**src/hdl/ipv4_stamp_pkg.sv**
```systemverilog
////////////////////
// Shared widths, typedefs, beat structs and fault bit
// positions for the IPv4 header stamper
////////////////////

package ipv4_stamp_pkg;

    ////////////////////
    // Widths

    localparam int HDR_WIDTH    = 160;
    localparam int CHKSUM_WIDTH = 16;
    localparam int SUM_WIDTH    = 20;
    localparam int FAULT_WIDTH  = 4;
    localparam int COUNT_WIDTH  = 16;

    // Checksum field sits in bits 79..64
    localparam int CHKSUM_LSB = 64;

    ////////////////////
    // Fault bit positions

    localparam int FAULT_VERSION = 0;
    localparam int FAULT_IHL     = 1;
    localparam int FAULT_TTL     = 2;
    localparam int FAULT_LENGTH  = 3;

    // Legal field values
    localparam logic [3:0]  IPV4_VERSION    = 4'd4;
    localparam logic [3:0]  IPV4_IHL_MIN    = 4'd5;
    localparam logic [15:0] IPV4_MIN_LENGTH = 16'd20;

    ////////////////////
    // Vector types

    // Whole header, version in the top bits
    typedef logic [HDR_WIDTH-1:0]    ipv4_hdr_t;
    typedef logic [CHKSUM_WIDTH-1:0] ip_chksum_t;
    // Unfolded sum of nine header words
    typedef logic [SUM_WIDTH-1:0]    hdr_sum_t;
    typedef logic [FAULT_WIDTH-1:0]  hdr_fault_t;
    typedef logic [COUNT_WIDTH-1:0]  hdr_count_t;

    ////////////////////
    // Beats

    typedef struct packed {
        logic      valid;
        ipv4_hdr_t hdr;
    } hdr_beat_t;

    typedef struct packed {
        logic       valid;
        ip_chksum_t chksum;
    } chksum_beat_t;

    // Screened header plus its fault flags
    typedef struct packed {
        logic       valid;
        ipv4_hdr_t  hdr;
        hdr_fault_t fault;
    } screened_beat_t;

    // Header with checksum written in
    typedef struct packed {
        logic       valid;
        ipv4_hdr_t  hdr;
        hdr_fault_t fault;
    } stamped_beat_t;

endpackage

```
**src/hdl/ipv4_checksum_gen.sv**
```systemverilog
////////////////////
// Two-stage ones'-complement IPv4 header checksum
////////////////////

module ipv4_checksum_gen (
    input  logic                        ipv4_header,
    input  logic                        rst_n,
    input  ipv4_stamp_pkg::hdr_beat_t   hdr_in,
    output ipv4_stamp_pkg::chksum_beat_t chksum
);

    import ipv4_stamp_pkg::*;

    ////////////////////
    // Declarations

    // Stage 1 sum, combinational and registered
    hdr_sum_t   sum_d;
    hdr_sum_t   sum_q;
    logic       valid_q;

    // Carry folds for stage 2
    logic [CHKSUM_WIDTH:0] fold_1;
    ip_chksum_t            fold_2;

    // Stage 2 output
    ip_chksum_t chksum_q;
    logic       chksum_valid_q;

    ////////////////////
    // Stage 1

    // Add all ten words except the checksum word
    always_comb begin
        sum_d = '0;
        for (int i = 0; i < HDR_WIDTH / CHKSUM_WIDTH; i++) begin
            if (i != CHKSUM_LSB / CHKSUM_WIDTH) begin
                sum_d = sum_d + hdr_sum_t'(hdr_in.hdr[i*CHKSUM_WIDTH +: CHKSUM_WIDTH]);
            end
        end
    end

    ////////////////////
    // Stage 2

    // Two folds leave no carry behind
    always_comb begin
        fold_1 = {1'b0, sum_q[CHKSUM_WIDTH-1:0]}
               + {{(CHKSUM_WIDTH + 1 - (SUM_WIDTH - CHKSUM_WIDTH)){1'b0}},
                  sum_q[SUM_WIDTH-1:CHKSUM_WIDTH]};
        fold_2 = fold_1[CHKSUM_WIDTH-1:0] + {{(CHKSUM_WIDTH-1){1'b0}}, fold_1[CHKSUM_WIDTH]};
    end

    // Valid pipe
    always_ff @(posedge ipv4_header) begin
        if (!rst_n) begin
            valid_q        <= 1'b0;
            chksum_valid_q <= 1'b0;
        end else begin
            valid_q        <= hdr_in.valid;
            chksum_valid_q <= valid_q;
        end
    end

    // Data pipe
    always_ff @(posedge ipv4_header) begin
        sum_q    <= sum_d;
        chksum_q <= ~fold_2;
    end

    assign chksum = '{valid: chksum_valid_q, chksum: chksum_q};

endmodule

```
**src/hdl/ipv4_hdr_screen.sv**
```systemverilog
////////////////////
// Two-stage fixed-field screen for IPv4 headers
////////////////////

module ipv4_hdr_screen (
    input  logic                           ipv4_header,
    input  logic                           rst_n,
    input  ipv4_stamp_pkg::hdr_beat_t      hdr_in,
    output ipv4_stamp_pkg::screened_beat_t screened
);

    import ipv4_stamp_pkg::*;

    ////////////////////
    // Declarations

    // Fields under test
    logic [3:0]  ip_version;
    logic [3:0]  ip_ihl;
    logic [15:0] ip_length;
    logic [7:0]  ip_ttl;
    logic        ip_rsvd_flag;

    hdr_fault_t  fault_d;

    // Stage 1 registers
    ipv4_hdr_t   hdr_s1;
    hdr_fault_t  fault_s1;
    logic        valid_s1;

    // Stage 2 registers
    ipv4_hdr_t   hdr_s2;
    hdr_fault_t  fault_s2;
    logic        valid_s2;

    ////////////////////
    // Field slices

    assign ip_version   = hdr_in.hdr[159:156];
    assign ip_ihl       = hdr_in.hdr[155:152];
    assign ip_length    = hdr_in.hdr[143:128];
    // Top flag bit, must be zero
    assign ip_rsvd_flag = hdr_in.hdr[111];
    assign ip_ttl       = hdr_in.hdr[95:88];

    // Fault flags, several may be set at once
    always_comb begin
        fault_d                = '0;
        fault_d[FAULT_VERSION] = (ip_version != IPV4_VERSION);
        // No options supported
        fault_d[FAULT_IHL]     = (ip_ihl != IPV4_IHL_MIN);
        fault_d[FAULT_TTL]     = (ip_ttl == '0);
        fault_d[FAULT_LENGTH]  = (ip_length < IPV4_MIN_LENGTH) | ip_rsvd_flag;
    end

    ////////////////////
    // Pipeline

    // Valid pipe, two stages to match the checksum path
    always_ff @(posedge ipv4_header) begin
        if (!rst_n) begin
            valid_s1 <= 1'b0;
            valid_s2 <= 1'b0;
        end else begin
            valid_s1 <= hdr_in.valid;
            valid_s2 <= valid_s1;
        end
    end

    // Header and flags ride along
    always_ff @(posedge ipv4_header) begin
        hdr_s1   <= hdr_in.hdr;
        fault_s1 <= fault_d;
        hdr_s2   <= hdr_s1;
        fault_s2 <= fault_s1;
    end

    assign screened = '{valid: valid_s2, hdr: hdr_s2, fault: fault_s2};

endmodule

```
**src/hdl/ipv4_hdr_merge.sv**
```systemverilog
////////////////////
// Checksum insertion, output register and event counters
////////////////////

module ipv4_hdr_merge (
    input  logic                           ipv4_header,
    input  logic                           rst_n,
    input  ipv4_stamp_pkg::chksum_beat_t   chksum,
    input  ipv4_stamp_pkg::screened_beat_t screened,
    output ipv4_stamp_pkg::stamped_beat_t  hdr_out,
    output ipv4_stamp_pkg::hdr_count_t     clean_count,
    output ipv4_stamp_pkg::hdr_count_t     fault_count
);

    import ipv4_stamp_pkg::*;

    ////////////////////
    // Declarations

    // Both paths have equal latency
    logic       beat_valid;
    logic       beat_clean;
    ipv4_hdr_t  stamped_hdr;

    // Output register
    logic       out_valid_q;
    ipv4_hdr_t  out_hdr_q;
    hdr_fault_t out_fault_q;

    // Counters
    hdr_count_t clean_q;
    hdr_count_t fault_q;

    ////////////////////
    // Merge

    assign beat_valid = screened.valid & chksum.valid;
    assign beat_clean = (screened.fault == '0);

    // Overwrite the checksum field only
    always_comb begin
        stamped_hdr = screened.hdr;
        stamped_hdr[CHKSUM_LSB +: CHKSUM_WIDTH] = chksum.chksum;
    end

    always_ff @(posedge ipv4_header) begin
        if (!rst_n) begin
            out_valid_q <= 1'b0;
        end else begin
            out_valid_q <= beat_valid;
        end
    end

    always_ff @(posedge ipv4_header) begin
        out_hdr_q   <= stamped_hdr;
        out_fault_q <= screened.fault;
    end

    ////////////////////
    // Counters

    // Saturate at all ones
    always_ff @(posedge ipv4_header) begin
        if (!rst_n) begin
            clean_q <= '0;
            fault_q <= '0;
        end else if (beat_valid) begin
            if (beat_clean && clean_q != '1) begin
                clean_q <= clean_q + 1'b1;
            end
            if (!beat_clean && fault_q != '1) begin
                fault_q <= fault_q + 1'b1;
            end
        end
    end

    assign hdr_out     = '{valid: out_valid_q, hdr: out_hdr_q, fault: out_fault_q};
    assign clean_count = clean_q;
    assign fault_count = fault_q;

endmodule

```
**src/hdl/ipv4_hdr_stamper.sv**
```systemverilog
////////////////////
// IPv4 header stamper top level
////////////////////

module ipv4_hdr_stamper (
    input  logic                          ipv4_header,
    input  logic                          rst_n,
    input  ipv4_stamp_pkg::hdr_beat_t     hdr_in,
    output ipv4_stamp_pkg::stamped_beat_t hdr_out,
    output ipv4_stamp_pkg::hdr_count_t    clean_count,
    output ipv4_stamp_pkg::hdr_count_t    fault_count
);

    import ipv4_stamp_pkg::*;

    // Two-cycle paths, aligned at the merge
    chksum_beat_t   chksum;
    screened_beat_t screened;

    // Checksum path
    ipv4_checksum_gen i_ipv4_checksum_gen (
        .ipv4_header (ipv4_header),
        .rst_n       (rst_n),
        .hdr_in      (hdr_in),
        .chksum      (chksum)
    );

    // Field screen path
    ipv4_hdr_screen i_ipv4_hdr_screen (
        .ipv4_header (ipv4_header),
        .rst_n       (rst_n),
        .hdr_in      (hdr_in),
        .screened    (screened)
    );

    // One more register stage
    ipv4_hdr_merge i_ipv4_hdr_merge (
        .ipv4_header (ipv4_header),
        .rst_n       (rst_n),
        .chksum      (chksum),
        .screened    (screened),
        .hdr_out     (hdr_out),
        .clean_count (clean_count),
        .fault_count (fault_count)
    );

endmodule

```
**config.mk**
```make
export PLATFORM = sky130hd
export DESIGN_NAME = ipv4_hdr_stamper
export DESIGN_NICKNAME = d
export VERILOG_FILES = /design/src/hdl/ipv4_stamp_pkg.sv /design/src/hdl/ipv4_checksum_gen.sv /design/src/hdl/ipv4_hdr_screen.sv /design/src/hdl/ipv4_hdr_merge.sv /design/src/hdl/ipv4_hdr_stamper.sv
export SDC_FILE = /design/constraint.sdc
export NUM_CORES = 1
export LEC_CHECK = 0
export BUFFER_PORTS_ARGS = -buffer_cell sky130_fd_sc_hd__buf_2
export CAP_MARGIN = 20
export CELL_PAD_IN_SITES_DETAIL_PLACEMENT = 2
export CELL_PAD_IN_SITES_GLOBAL_PLACEMENT = 2
export CORE_ASPECT_RATIO = 2
export CORE_UTILIZATION = 41
export CTS_BUF_LIST = sky130_fd_sc_hd__clkbuf_4
export CTS_CLUSTER_SIZE = 8
export DETAILED_ROUTE_END_ITERATION = 8
export PLACE_DENSITY_LB_ADDON = 0.1
export SYNTH_ARGS = -nofsm -noshare
export SYNTH_HDL_FRONTEND = slang
export SYNTH_HIERARCHICAL = 1
export SYNTH_SLANG_ARGS = --single-unit
```
**constraint.sdc**
```tcl
create_clock -name ipv4_header -period 9.66 [get_ports ipv4_header]
set_input_delay 0.966 -clock ipv4_header [delete_from_list [all_inputs] [get_ports ipv4_header]]
set_output_delay 0.966 -clock ipv4_header [all_outputs]
set_load 0.03 [all_outputs]
```
; Yosys cells after proc, flatten, opt, wreduce, memory -nomap -nowiden
; Index checks and enable logic that the tools add are counted.
[totals]
out_inout_bits = 197
word_cells = 39
reg_bits = 563
[classes]
n_lt_le_gt_ge = 1
eq_ne = 4
bitwise_logic = 2
add_sub_neg = 12
n_reduce_logical = 7
[op_table]
columns = operator, n
row1 = adder 20 x 16 -> 20 bit, 7
row2 = "adder 16 x 1 -> 16 bit, second input constant", 2
row3 = "inequality test 16 bit, second input constant", 2
row4 = adder 16 x 16 -> 17 bit, 1
row5 = adder 16 x 4 -> 17 bit, 1
row6 = adder 16 x 1 -> 16 bit, 1
row7 = "less-than comparator 16 x 5 -> 1 bit, second input constant", 1
row8 = inverter 16 bit, 1
row9 = logical NOT 8 bit, 1
row10 = "inequality test 4 x 3 -> 1 bit, second input constant", 2
row11 = logical NOT 4 bit, 1
row12 = AND reduction 2 bit, 2
row13 = logical AND 1 bit, 2
row14 = logical NOT 1 bit, 1
row15 = OR 1 bit, 1

; Longest topological paths before layout
[logic_depth]
word_depth = 8
mapped_depth = 17

; By module
; The synthesis kept the hierarchy.
[modules_own_cells]
columns = mod, n_inst, area_each_um2, cells_each, seq_area_each_um2
row1 = ipv4_hdr_screen, 1, 6698.9, 343, 6606.3
row2 = ipv4_checksum_gen, 1, 5193.7, 523, 760.7
row3 = ipv4_hdr_merge, 1, 5051.1, 368, 3943.8

; Worst setup path after synthesis
; Ideal clock, no wire load.
[synth_timing]
path_type = in2reg
startpoint = input port hdr_in[3] in the netlist's numbering
endpoint = register i_ipv4_checksum_gen.sum_q[15]
setup_slack_ps = 4473
t_required_ps = 9554
path_buffers = 0
arrival_ps = 5081
path_stages = 15
cell_sequence = inv_1 fa_1 inv_1 fa_1 fa_1 inv_1 fa_1 inv_1 ha_1 a21o_1 a221oi_1 nor2_1 o311ai_1 nand2_1 o311ai_0
[synth_via]
elab_chain_cells = 8
[synth_lines]
columns = item, line_no
row1 = from (decl), ipv4_hdr_stamper.sv:8  ; input ipv4_stamp_pkg::hdr_beat_t hdr_in,
row2 = adder 16 x 16 -> 17 bit, ipv4_checksum_gen.sv:38  ; sum_d = sum_d + hdr_sum_t'(hdr_in.hdr[i*CHKSUM_WIDTH +: CHKSUM_WIDTH]);
row3 = adder 20 x 16 -> 20 bit (7 in series), ipv4_checksum_gen.sv:38
row4 = net i_ipv4_checksum_gen.sum_d[15], ipv4_checksum_gen.sv:18  ; hdr_sum_t sum_d;
row5 = to (signal assigned), ipv4_checksum_gen.sv:67  ; sum_q <= sum_d;
row6 = to (decl), ipv4_checksum_gen.sv:19  ; hdr_sum_t sum_q;
; The timed path passes the listed nets, and every way through them passes these cells.
; A chain may end at the register's enable or synchronous reset.

; Worst setup path in the final report
; Same ends and word-level chain as after synthesis.

==> results by group <==
STA
  – Final Hold Viols: 0
  – Setup repair after global routing missed its margin: false
  – Tcrit/Tclk final: about 54%
  – Setup Viol. Count Final: 0
  – Aggregate negative setup slack: 0 ns
  – Hold slack final: 0.241 ns
  – Worst Slack Setup Final: 4.44 ns
  – Actual slew at the worst max-slew pin: 0.913 ns
  – Max-slew violation count: 0
  – Largest clock skew in the final design: 0.0470 ns
  – Post-route minimum period: ~5.2 ns
  – Relative slew margins: 39.0%
  – Max Clock Freq: ~0.19 GHz

Pwr
  – Clock share of power: between 20% and 30%
  – Share of total power consumed by net switching: 35.5%
  – Leakage Power: 0.00936 uW
  – Net Switching: 2250 uW
  – Power Dens Cells: about 320 nW/um2
  – Comb pwr share: 33.5%
  – Cell Int Power: 4090 uW
  – Part of the power in registers: 40.0%
  – Maximum resistive drop on vdd: 139 uV

Die
  – Die X: 143 um
  – Overall die area: 40600 um2
  – Die height: 284 um
  – Core footprint: 39300 um2
  – Starting density of the core: 41.5%
  – I/O pin total: 360
  – Number of rows in the core area: between 100 and 150

Setup path
  – Endpoint arrival time on the critical path: 5.91 ns
  – Number of cells traversed by the worst register-to-register path: 12
  – Beginning of the worst register-to-register path: i_ipv4_checksum_gen/sum_q[16]
  – Buffers plus inverters on the worst setup path: 5
  – Largest fanout on the critical path: 4
  – Critical setup path kind: input pin to flop
  – Sort of element at the start of the critical path: input pin
  – CP Capture Type: flop
  – Critical path's slowest cell: sky130_fd_sc_hd__o311ai_1
  – Cell Chain, Critical Path: buf_2 -> inv_1 -> fa_1 -> inv_1 -> fa_1 -> fa_1 -> inv_1 -> fa_1 -> inv_1 -> ha_1 -> a21o_1 -> a221oi_1 -> nor2_1 -> o311ai_1 -> nand2_1 -> o311ai_0
  – Max stage delay on crit path: 0.62 ns
  – Setup slack on the worst flop-to-flop path: 6.14 ns
  – Critical path's top delay family: adder cells
  – Critical register-to-register path endpoint: i_ipv4_checksum_gen/chksum_q[13]
  – Required @ worst endpoint: 10.35 ns

Detailed routing
  – Routed via count: roughly 10000
  – Number of remaining DRC errors: 0
  – Iteration-0 DRC Markers: 174
  – Average detailed-routed wire length per instance: 20.2 um
  – Vias per std cell: 4.61
  – Residual antenna-violating net count after detailed routing: 0
  – Total wire length after detailed routing: 45.8 mm
  – Length of the first detailed-routing pass in iterations: 4

Placed design
  – Post-detailed-placement half-perimeter wirelength: about 34 mm
  – Post-placement cell area: 18600 um2
  – Worst Setup Slack post-DPL: 3.53 ns
  – Buffers added on ports: 343
  – Final weighted congestion of routability-driven global placement: 0.785
  – Inst Count DP: 2056

Synth
  – Number of cells produced by synthesis: 1202
  – Syn Area/Cell: 13.6 um2
  – Yosys Warn Count: 6
  – Net Count, Synth: about 1500
  – Netlist area before placement: 16300 um2

Clock tree
  – Gates resized, CTS repair: 0
  – Total number of clock tree sinks: 533
  – Clock-pin slew on the worst setup and hold paths: 0.07 ns
  – TritonCTS Buffers: 114
  – Number of post-CTS setup repair buffers: 0
  – Clk_lat worst skew: 0.84 ns
  – Clock tree root buffer cell: sky130_fd_sc_hd__clkbuf_4
  – TritonCTS clock tree: built
  – Number of buffers on the longest clock path: 3
  – Post-CTS Hold Buffers: 0
  – Number of H-tree branching levels: 3

Cells and area
  – Final Net Count: between 1500 and 2000
  – Syn-to-layout area delta: 23.2%
  – Area of the multi-input gates: ~5000 um2
  – Filler Cell Count: 3870
  – Fraction of layout cells with a size suffix above 1: 31.0%
  – Count of placed standard cells in the final layout, fillers left out: 2270
  – Post-route cell area: 20100 um2
  – FF+latch area: 10700 um2

GRT
  – Vias in the first global route: 12400
  – Remaining Overflow, GRT: 0
  – Pin count of the biggest net entering global routing: 36
  – Antenna violations before repair: 12
  – GRT Total Usage: a little under a quarter
  – Global-route wire length before repair: 68.9 mm

Hold path
  – Endpoint of the worst hold-timing path: i_ipv4_hdr_screen/hdr_s1[42]
  – Cell depth of the worst hold path: 1
  – Min-delay src: hdr_in[42]
  – HP Class: input pin to flop

Outcome
  – Result of the run: finished clean

Job
  – Max-capacitance violation count: 0
cell type report:
type | count | share of cell area (%)
Sequential cell | 533 | 53.1
Antenna cell | 8 | 0.0997
Tap cell | 525 | 3.27
Clock buffer | 161 | 6.02
Timing Repair Buffer | 344 | 8.59
Clock inverter | 45 | 1.24
Multi-Input combinational cell | 482 | 24.4
Inverter | 172 | 3.22
flip-flops by register name, indices dropped and copies added, names as in the netlist:
register / count
i_ipv4_hdr_merge/out_hdr_q: 160
i_ipv4_hdr_screen/hdr_s1: 144
i_ipv4_hdr_screen/hdr_s2: 144
i_ipv4_checksum_gen/sum_q: 20
i_ipv4_checksum_gen/chksum_q: 16
i_ipv4_hdr_merge/clean_count: 16
i_ipv4_hdr_merge/fault_count: 16
i_ipv4_hdr_merge/out_fault_q: 4
i_ipv4_hdr_screen/fault_s1: 4
i_ipv4_hdr_screen/fault_s2: 4
i_ipv4_checksum_gen/chksum_valid_q: 1
i_ipv4_checksum_gen/valid_q: 1
i_ipv4_hdr_merge/out_valid_q: 1
i_ipv4_hdr_screen/valid_s1: 1
i_ipv4_hdr_screen/valid_s2: 1
power by group through the flow:
stage	Sequential, uW	Clock [uW]	Combinational [uW]
3_3_place_gp	2570	0	2050
2_1_floorplan	2690	0	1380
3_5_place_dp	2580	0	2140
6_report	2530	1680	2120
5_1_grt	2560	1850	2400
4_1_cts	2540	1750	2170
cell usage in the layout (no fill, tap or decap), types with 12 or more instances in the layout:
cell type                  count
sky130_fd_sc_hd__o21ai_0      17
sky130_fd_sc_hd__or4_1        12
sky130_fd_sc_hd__clkbuf_4    161
sky130_fd_sc_hd__ha_1         29
sky130_fd_sc_hd__dfxtp_1     533
sky130_fd_sc_hd__buf_2       343
sky130_fd_sc_hd__a21oi_1      32
sky130_fd_sc_hd__nand4_1      13
sky130_fd_sc_hd__nand3_1      17
sky130_fd_sc_hd__inv_1       171
sky130_fd_sc_hd__nand2b_1     14
sky130_fd_sc_hd__clkinv_1     27
sky130_fd_sc_hd__xor2_1       16
sky130_fd_sc_hd__and3_1       13
sky130_fd_sc_hd__fa_1        111
sky130_fd_sc_hd__nor2_1       13
sky130_fd_sc_hd__xnor2_1      18
sky130_fd_sc_hd__nand2_1      34
metrics by stage:
| step | power, uW | util [%] |
|---|---|---|
| 3_5_place_dp | 4720 | 47.3 |
| 2_1_floorplan | 4060 | - |
| 5_1_grt | 6810 | 51.1 |
| 6_report | 6340 | 51.1 |
| 3_3_place_gp | 4620 | 47.3 |
| 4_1_cts | 6460 | 51.0 |
per-layer routing:
| layer | wire length (um) | part of all wire, % | GRT usage (%) |
|---|---|---|---|
| met1 | 13400 | 29 | 18.7 |
| met2 | 27500 | 60 | 46.8 |
| met3 | 3030 | 6.6 | 6.68 |
| met4 | 1740 | 3.8 | 11.6 |
| met5 | 57 | 0.12 | 0 |
how the worst max path moves through the flow:
stage	startpoint	to	slack, ns	depth (start not counted)
2_1_floorplan	hdr_in[3]	i_ipv4_checksum_gen/sum_q[15]	4.47	15
3_3_place_gp	hdr_in[5]	i_ipv4_checksum_gen/sum_q[15]	3.64	16
3_5_place_dp	hdr_in[3]	i_ipv4_checksum_gen/sum_q[15]	3.53	16
4_1_cts	hdr_in[3]	i_ipv4_checksum_gen/sum_q[15]	4.39	16
5_1_grt	hdr_in[3]	i_ipv4_checksum_gen/sum_q[15]	4.12	16
6_report	hdr_in[3]	i_ipv4_checksum_gen/sum_q[15]	4.44	16
Note: power is estimated with default switching activity, not from simulation.
